**config.mk**
```make
export PLATFORM = sky130hd
export DESIGN_NAME = system_control
export DESIGN_NICKNAME = d
export VERILOG_FILES = /design/src/source/cfg_bus_pkg.sv /design/src/source/control_regs_pkg.sv /design/src/source/cfg_router.sv /design/src/source/error_core.sv /design/src/source/central_core.sv /design/src/source/system_control.sv
export SDC_FILE = /design/constraint.sdc
export NUM_CORES = 1
export LEC_CHECK = 0
export BUFFER_PORTS_ARGS = -buffer_cell sky130_fd_sc_hd__buf_2
export CAP_MARGIN = 30
export CORE_MARGIN = 2
export CORE_UTILIZATION = 48
export CTS_BUF_LIST = sky130_fd_sc_hd__clkbuf_16
export CTS_CLUSTER_DIAMETER = 40
export DETAILED_ROUTE_END_ITERATION = 10
export PLACE_DENSITY = 0.8
export SYNTH_ARGS = -nofsm -noshare
export SYNTH_HDL_FRONTEND = slang
export SYNTH_HIERARCHICAL = 1
export SYNTH_SLANG_ARGS = --single-unit
```
**constraint.sdc**
```tcl
create_clock -name clock_44mhz -period 2.48 [get_ports clock_44mhz]
set_clock_uncertainty 0.2 [all_clocks]
set_input_delay 0.496 -clock clock_44mhz [delete_from_list [all_inputs] [get_ports clock_44mhz]]
set_output_delay 0.496 -clock clock_44mhz [all_outputs]
set_load 0.01 [all_outputs]
```
**src/source/cfg_bus_pkg.sv**
```systemverilog
/*
 * Configuration bus definitions shared by the host port, the router and the cores.
 * Holds the word widths, the request and response structs and the module numbers.
 */
`default_nettype none

package cfg_bus_pkg;

    // Register data and address widths
    typedef logic [31:0] cfg_data_t;
    typedef logic [7:0]  cfg_addr_t;
    typedef logic [2:0]  cfg_module_t;

    // Module slots on the configuration bus
    localparam cfg_module_t MODULE_ERROR   = 3'd0;
    localparam cfg_module_t MODULE_CENTRAL = 3'd1;
    localparam int          NUM_MODULES    = 6;

    // One error bit per module slot
    typedef logic [NUM_MODULES-1:0] error_flags_t;

    // One register access, valid while exactly one strobe is high
    typedef struct packed {
        logic        read_en;
        logic        write_en;
        cfg_module_t module_id;
        cfg_addr_t   addr;
        cfg_data_t   wdata;
    } cfg_req_t;

    // Answer to an access
    typedef struct packed {
        logic      sack;
        cfg_data_t rdata;
    } cfg_rsp_t;

endpackage

`default_nettype wire

```
**src/source/control_regs_pkg.sv**
```systemverilog
/*
 * Register map and build information types of the central core,
 * plus the error flag bit positions used to assemble the board error vector.
 */
`default_nettype none

package control_regs_pkg;

    // Central core register addresses
    typedef enum logic [7:0] {
        REG_ERROR_FLAGS   = 8'h00,
        REG_MODULE_STATE  = 8'h01,
        REG_COOKIE_HIGH   = 8'h02,
        REG_COOKIE_LOW    = 8'h03,
        REG_GIT_COMMIT    = 8'h04,
        REG_BUILD_OPTIONS = 8'h05,
        REG_BUILD_TIME    = 8'h06,
        REG_BOARD_ID      = 8'h07
    } central_reg_t;

    // Experiment cookie handed to the acquisition logic
    typedef logic [63:0] cookie_t;

    // Build identification words
    typedef logic [31:0] build_word_t;

    // Build option bits of the acquisition path
    typedef logic [4:0] build_options_t;

    // Error vector bit positions
    localparam int ERR_BIT_ROUTER  = 0;
    localparam int ERR_BIT_CENTRAL = 1;

    // Peripheral cores own the remaining bits, starting here
    localparam int ERR_BIT_PERIPH_LSB = 2;

endpackage

`default_nettype wire

```
**src/source/cfg_router.sv**
```systemverilog
/*
 * Configuration request router.
 * Steers host accesses to the error or central core by module number and
 * answers accesses to unmapped modules itself.
 */
`timescale 1ns/1ps
`default_nettype none

module cfg_router import cfg_bus_pkg::*; (
    input  logic     clock_44mhz,
    input  logic     reset,
    input  cfg_req_t host_req,
    output cfg_rsp_t host_rsp,
    output cfg_req_t error_req,
    input  cfg_rsp_t error_rsp,
    output cfg_req_t central_req,
    input  cfg_rsp_t central_rsp,
    output logic     route_error
);

    logic        req_valid;
    logic        sel_error;
    logic        sel_central;
    cfg_module_t sel_module_q;
    logic        local_ack_q;

    assign req_valid   = host_req.read_en | host_req.write_en;
    assign sel_error   = (host_req.module_id == MODULE_ERROR);
    assign sel_central = (host_req.module_id == MODULE_CENTRAL);

    // Address and data go to both cores, strobes only to the selected one
    always_comb begin
        error_req            = host_req;
        error_req.read_en    = host_req.read_en & sel_error;
        error_req.write_en   = host_req.write_en & sel_error;
        central_req          = host_req;
        central_req.read_en  = host_req.read_en & sel_central;
        central_req.write_en = host_req.write_en & sel_central;
    end

    always_ff @(posedge clock_44mhz) begin
        if (reset) begin
            sel_module_q <= MODULE_ERROR;
            local_ack_q  <= 1'b0;
        end else begin
            // Unmapped modules get a local ack one cycle later
            local_ack_q <= req_valid & ~sel_error & ~sel_central;
            if (req_valid) begin
                sel_module_q <= host_req.module_id;
            end
        end
    end

    assign route_error = local_ack_q;

    // Pick the answer of the module addressed in the previous cycle
    always_comb begin
        case (sel_module_q)
            MODULE_ERROR:   host_rsp = error_rsp;
            MODULE_CENTRAL: host_rsp = central_rsp;
            default: begin
                host_rsp.sack  = local_ack_q;
                host_rsp.rdata = '0;
            end
        endcase
    end

    // Host must never read and write in the same cycle
    host_strobes_exclusive: assert property (
        @(posedge clock_44mhz) disable iff (reset)
        !(host_req.read_en && host_req.write_en)
    ) else $error("cfg_router: read_en and write_en high together");

endmodule

`default_nettype wire

```
**src/source/error_core.sv**
```systemverilog
/*
 * Error core (module 0x00).
 * Latches the board error flags until software clears them and drives the
 * board error summary.
 */
`timescale 1ns/1ps
`default_nettype none

module error_core import cfg_bus_pkg::*; (
    input  logic         clock_44mhz,
    input  logic         reset,
    input  cfg_req_t     req,
    output cfg_rsp_t     rsp,
    input  error_flags_t error_flags,
    output logic         any_error
);

    error_flags_t buffer_q;
    error_flags_t buffer_next;
    logic         access;
    logic         ack_q;
    cfg_data_t    rdata_q;

    assign access = req.read_en | req.write_en;

    // A write keeps only the bits written as 1, live flags always win
    always_comb begin
        if (req.write_en) begin
            buffer_next = (buffer_q & req.wdata[NUM_MODULES-1:0]) | error_flags;
        end else begin
            buffer_next = buffer_q | error_flags;
        end
    end

    always_ff @(posedge clock_44mhz) begin
        if (reset) begin
            buffer_q <= '0;
            ack_q    <= 1'b0;
            rdata_q  <= '0;
        end else begin
            buffer_q <= buffer_next;
            ack_q    <= access;
            // Answer with the buffer as it stands in the ack cycle
            if (access) begin
                rdata_q <= cfg_data_t'(buffer_next);
            end
        end
    end

    assign rsp.sack  = ack_q;
    assign rsp.rdata = rdata_q;
    assign any_error = |buffer_q;

    // Flags are sticky, only a write may drop one
    sticky_flags_hold: assert property (
        @(posedge clock_44mhz) disable iff (reset)
        (!$past(reset) && !$past(req.write_en)) |-> ((~buffer_q & $past(buffer_q)) == '0)
    ) else $error("error_core: error flag cleared without a write");

endmodule

`default_nettype wire

```
**src/source/central_core.sv**
```systemverilog
/*
 * Central core (module 0x01).
 * Holds the experiment cookie, the build identification registers and the
 * board identifier, and flags bad configuration accesses.
 */
`timescale 1ns/1ps
`default_nettype none

module central_core import cfg_bus_pkg::*, control_regs_pkg::*; #(
    parameter build_word_t    GIT_COMMIT                = 32'h0,
    parameter build_word_t    BUILD_UNIX_TIME           = 32'h0,
    parameter build_options_t BUILD_OPTIONS             = 5'h0,
    parameter cookie_t        DEFAULT_EXPERIMENT_COOKIE = 64'h1234_5678_8765_4321
) (
    input  logic        clock_44mhz,
    input  logic        reset,
    input  cfg_req_t    req,
    output cfg_rsp_t    rsp,
    input  build_word_t board_identifier,
    output cookie_t     experiment_cookie,
    output logic        central_error
);

    cookie_t   cookie_q;
    cfg_data_t rdata_q;
    logic      sack_q;
    logic      error_q;
    logic      access;

    assign access = req.read_en | req.write_en;

    always_ff @(posedge clock_44mhz) begin
        if (reset) begin
            cookie_q <= DEFAULT_EXPERIMENT_COOKIE;
            rdata_q  <= '0;
            sack_q   <= 1'b0;
            error_q  <= 1'b0;
        end else begin
            sack_q <= access;
            if (access) begin
                case (req.addr)
                    REG_ERROR_FLAGS: begin
                        if (req.write_en) begin
                            error_q <= req.wdata[0];
                            rdata_q <= {31'd0, req.wdata[0]};
                        end else begin
                            rdata_q <= {31'd0, error_q};
                        end
                    end
                    REG_MODULE_STATE: begin
                        // Module state is not implemented
                        if (req.write_en) begin
                            error_q <= 1'b1;
                        end
                        rdata_q <= '0;
                    end
                    REG_COOKIE_HIGH: begin
                        if (req.write_en) begin
                            cookie_q[63:32] <= req.wdata;
                            rdata_q         <= req.wdata;
                        end else begin
                            rdata_q <= cookie_q[63:32];
                        end
                    end
                    REG_COOKIE_LOW: begin
                        if (req.write_en) begin
                            cookie_q[31:0] <= req.wdata;
                            rdata_q        <= req.wdata;
                        end else begin
                            rdata_q <= cookie_q[31:0];
                        end
                    end
                    REG_GIT_COMMIT: begin
                        if (req.write_en) begin
                            error_q <= 1'b1;
                        end
                        rdata_q <= GIT_COMMIT;
                    end
                    REG_BUILD_OPTIONS: begin
                        if (req.write_en) begin
                            error_q <= 1'b1;
                        end
                        rdata_q <= cfg_data_t'(BUILD_OPTIONS);
                    end
                    REG_BUILD_TIME: begin
                        if (req.write_en) begin
                            error_q <= 1'b1;
                        end
                        rdata_q <= BUILD_UNIX_TIME;
                    end
                    REG_BOARD_ID: begin
                        if (req.write_en) begin
                            error_q <= 1'b1;
                        end
                        rdata_q <= board_identifier;
                    end
                    default: begin
                        // Address outside the register map
                        error_q <= 1'b1;
                        rdata_q <= '0;
                    end
                endcase
            end
        end
    end

    assign rsp.sack          = sack_q;
    assign rsp.rdata         = rdata_q;
    assign experiment_cookie = cookie_q;
    assign central_error     = error_q;

    // One request in flight means one single-cycle ack per access
    sack_single_cycle: assert property (
        @(posedge clock_44mhz) disable iff (reset)
        rsp.sack |=> !rsp.sack
    ) else $error("central_core: sack high for two cycles");

endmodule

`default_nettype wire

```
**src/source/system_control.sv**
```systemverilog
/*
 * System control block of the acquisition board.
 * Connects the host configuration port to the error and central cores
 * and gathers the board error flags.
 */
`timescale 1ns/1ps
`default_nettype none

module system_control import cfg_bus_pkg::*, control_regs_pkg::*; #(
    parameter build_word_t    GIT_COMMIT                = 32'h0,
    parameter build_word_t    BUILD_UNIX_TIME           = 32'h0,
    parameter build_options_t BUILD_OPTIONS             = 5'h0,
    parameter cookie_t        DEFAULT_EXPERIMENT_COOKIE = 64'h1234_5678_8765_4321
) (
    input  logic        clock_44mhz,
    input  logic        reset,
    input  cfg_req_t    host_req,
    output cfg_rsp_t    host_rsp,
    input  logic [3:0]  periph_error_flags,
    input  build_word_t board_identifier,
    output cookie_t     experiment_cookie,
    output logic        error_led
);

    cfg_req_t     error_req;
    cfg_rsp_t     error_rsp;
    cfg_req_t     central_req;
    cfg_rsp_t     central_rsp;
    logic         route_error;
    logic         central_error;
    error_flags_t error_flags;

    // Board error vector
    assign error_flags[ERR_BIT_ROUTER]                       = route_error;
    assign error_flags[ERR_BIT_CENTRAL]                      = central_error;
    assign error_flags[NUM_MODULES-1:ERR_BIT_PERIPH_LSB]     = periph_error_flags;

    cfg_router u_cfg_router (
        .clock_44mhz (clock_44mhz),
        .reset       (reset),
        .host_req    (host_req),
        .host_rsp    (host_rsp),
        .error_req   (error_req),
        .error_rsp   (error_rsp),
        .central_req (central_req),
        .central_rsp (central_rsp),
        .route_error (route_error)
    );

    error_core u_error_core (
        .clock_44mhz (clock_44mhz),
        .reset       (reset),
        .req         (error_req),
        .rsp         (error_rsp),
        .error_flags (error_flags),
        .any_error   (error_led)
    );

    central_core #(
        .GIT_COMMIT                (GIT_COMMIT),
        .BUILD_UNIX_TIME           (BUILD_UNIX_TIME),
        .BUILD_OPTIONS             (BUILD_OPTIONS),
        .DEFAULT_EXPERIMENT_COOKIE (DEFAULT_EXPERIMENT_COOKIE)
    ) u_central_core (
        .clock_44mhz       (clock_44mhz),
        .reset             (reset),
        .req               (central_req),
        .rsp               (central_rsp),
        .board_identifier  (board_identifier),
        .experiment_cookie (experiment_cookie),
        .central_error     (central_error)
    );

endmodule

`default_nettype wire

```
After elaboration in Yosys (flattened, before gate mapping)
Cells that the tools add are included.

storage, ports and cells
  register bits after elaboration = 115
  word-level logic and storage cells = 54
  output and inout port bits = 98

cells by class
  bitwise gates (word level) = 15
  equality and inequality tests = 11
  multiplexer cells = 9
  reduce and logical (&&, ||, !) cells = 9

operators by type and width
  operator            number
  $pmux 32 s4         1
  $pmux 33 s2         1
  $mux 32             2
  $eq 8x3->1 const B  4
  $eq 8x2->1 const B  2
  $or 6x6->6          2
  $eq 8x1->1 const B  1
  $logic_not 8->1     1
  $and 1x1->1         6
  $and 6x6->6         1
  $eq 3x1->1 const B  2
  $logic_not 3->1     2
  $mux 6              1
  $reduce_or 6->1     1
  $reduce_or 5->1     1
  $ne 2x1->1 const B  2
  $reduce_and 2->1    2
  $reduce_and 4->1    1
  $mux 1              3
  $not 1->1           3
  $or 1x1->1          3
  $pmux 1 s3          1
  $reduce_or 2->1     1

Depth between registers and ports, before layout
  word-level depth = 4
  depth in mapped cells = 9
  mapped depth without buffers = 6

By module
The synthesis kept the hierarchy.

modules (own cells, without submodules)
  module        cells each  times used  sequential area each (um^2)  area an instance (um^2)
  central_core  556         1           1961.9                       4551.9
  cfg_router    183         1           80.1                         1362.6
  error_core    78          1           260.2                        700.7

Worst setup path before layout
OpenSTA, ideal clock, no wires.

  path type = input to register
  start point = in host_req[37] (netlist bit)
  end point = reg u_central_core.cookie_q[0], in the netlist u_central_core/experiment_cookie[0]
  setup time = 0.118 ns
  data arrival time = 2.179 ns
  stages on the path = 8
  path slack = -0.017 ns
  path through = buf_4 or4_4 buf_6 or4b_4 buf_6 buf_6 nor3_2 nor2_1

on the way
  cells in the longest elaborated chain, start to end = 2

ends and longest elaborated chain
  what                        RTL line              source
  start, declared             system_control.sv:17  input cfg_req_t host_req,
  $eq 8x2->1                  central_core.sv:41    case (req.addr)
  $reduce_and 2->1 (no line)  -
  end signal, assigned        central_core.sv:67    cookie_q[31:0] <= req.wdata;
  end, declared               central_core.sv:24    cookie_t cookie_q;

Every way passes these cells.
A chain may end at the register's enable or synchronous reset.

==> flow_summary.toml <==
[worst_setup_path]
critPathRequiredTime_ps = 1780
cpPeakStageDelay_ps = 530
path_buf_inv = 2
endpoint_kind = "output port"
critPathMaxFanout = 25
slowest_stage = "dfxtp_2"
start_kind = "flop"
crit_path_cell_trace = "buf_12 -> mux2i_1 -> nor2_1 -> buf_2"
worst-setup-path-type = "reg2out"
path_delay_family = "flip-flops"
crit_arrival_ps = 1580

[global_routing]
antenna_found_initial = 2
grt_usage_pct = 25.3
grt.overflow.total = 0
grt_pass1_wl_mm = 28.3
grt_pass1_vias = 5371
grt_max_degree = 100

[run_status]
outcome = "finished, final reports clean"

[flow_run]
maxCapViolCount = 0

[floorplanning]
rows = 41
initial_utilization_pct = 49.6
io_pins = 181
die_w_um = 119
die_h_um = 119
core-area_mm2 = 0.0127
floorplan.die_area_mm2 = 0.0141

[clocking]
cts_setup_buffers = 0
clock_sinks = 115
cts_buffers = 17
cts_tree = "yes"
clkTransAtPathRegs_ps = 50
ctsResizeCount = 0
htree_num_levels = 4
clk_path_buf_depth = 2
clk-insertion-delay-late_ps = 410
hold_buffers = 0
clock-root-buffer = "clkbuf_16"

[routing]
drt-total-wl_mm = 18.2
dr.max_layer_used = "met5"
wl_met2_mm = 8.35
drc = 0
wl_per_cell_um = 16.9
drt_iter0_markers = 426
num_vias = 5796
viasPerCell = 5.39
final_antenna_net_count = 0
wl_met1_mm = 8.11
first_pass_iters = 5
wl_met3_mm = 1.33

[yosys]
syn_inst = 777
syn-cell-area_mm2 = 0.00631
ys_warn_count = 6
syn_avg_cell_area_um2 = 8.13

[cells_and_area]
final_common_cell = "buf_2"
nNetsFinal = 973
drive_above_1_share_pct = 29.0
multi_input_area_mm2 = 0.00323
fillerInstances = 1226
mostFrequentLayoutCells = "buf_2, dfxtp_1, nand2_1, nor2_1, mux2i_1"
area_growth_pct = 18.8
final_cells = 1075
final_cell_area_mm2 = 0.00750
seqCellArea_mm2 = 0.00230

[hold_path]
hold_path.class = "in2reg"

[pwr]
leakagePower_nw = 3.06
power_density_mw_per_mm2 = 647
irDropWorstVdd_uv = 380

[placement]
dpl.hpwl_mm = 12.7
io_buffers = 180
gp_congestion = 0.912
dpl.cell_count = 1043
postPlaceCellArea_mm2 = 0.00691

[sta]
setup_viol = 0
tightest_slew_ps = 734
finalHoldViolations = 0
slew_viol_final = 0
grt_setup_unrepaired = "false"
fmax_mhz = 439
fin_crit_sh_pct = 91.9
min_period_ps = 2280
slew_headroom_pct = 51.1
[power by group]
part | total, W | switching, W | internal (W) | leakage, nW
clock | 0.00247 | 0.000823 | 0.00165 | 0.286
sequential | 0.00189 | 0.0000155 | 0.00187 | 0.931
combinational | 0.000497 | 0.000301 | 0.000196 | 1.84
[per-stage QoR]
step | power [W] | worst slack (ps) | hold slack (ps) | TNS, ps | util [%]
floorplan | 0.00230 | -15.3 | 225 | -102 | -
global placement | 0.00241 | 71.6 | 234 | 0 | 54.3
detailed placement | 0.00241 | 12.1 | 244 | 0 | 54.3
CTS | 0.00487 | 205 | 95.1 | 0 | 59.0
global route | 0.00500 | 116 | 120 | 0 | 59.0
finish | 0.00485 | 202 | 108 | 0 | 59.0
[final timing paths]
kind / from / end / slack (ps) / cells after the start
max: u_cfg_router/sel_module_q[0]$_SDFFE_PP0P_ / host_rsp[9] / 200 / 4
min: periph_error_flags[3] / u_error_core/buffer_q[5]$_SDFF_PP0_ / 110 / 3
min reg2reg: u_central_core/rdata_q[12]$_SDFFE_PP0N_ / u_central_core/rdata_q[12]$_SDFFE_PP0N_ / 250 / 2
max reg2reg: u_central_core/experiment_cookie[32]$_SDFFE_PP0P_ / u_central_core/rdata_q[0]$_SDFFE_PP0N_ / 980 / 4
[sequential cells by signal, indices dropped and copies added (netlist names)]
signal                            count
u_central_core/rdata_q               32
u_error_core/ack_q                    1
u_central_core/experiment_cookie     64
u_error_core/buffer_q                 6
u_cfg_router/route_error              1
u_cfg_router/sel_module_q             3
u_central_core/sack_q                 1
u_central_core/central_error          1
u_error_core/rdata_q                  6
[final cells by class]
class	instances	area share [%]
Timing Repair Buffer	205	15.4
Inverter	1	0.0500
Tap cell	172	2.87
Antenna cell	1	0.0333
Multi-Input combinational cell	550	43.1
Clock inverter	14	2.25
Clock buffer	17	5.67
Sequential cell	115	30.7
[worst register-to-register path, delay by kind of cell (launching register included)]
family	cells	cell delay, ps
flip-flops	1	320
AO/OA/AOI/OAI	3	600
multiplexers	1	260
[layer usage]
layer / vias up / track usage [%]
met2: 259 / 40.1
met1: 2686 / 33.1
li1: 2818 / -
met5: - / 0
met3: 31 / 6.37
met4: 2 / 9.38
(Power assumes the default switching activity.)
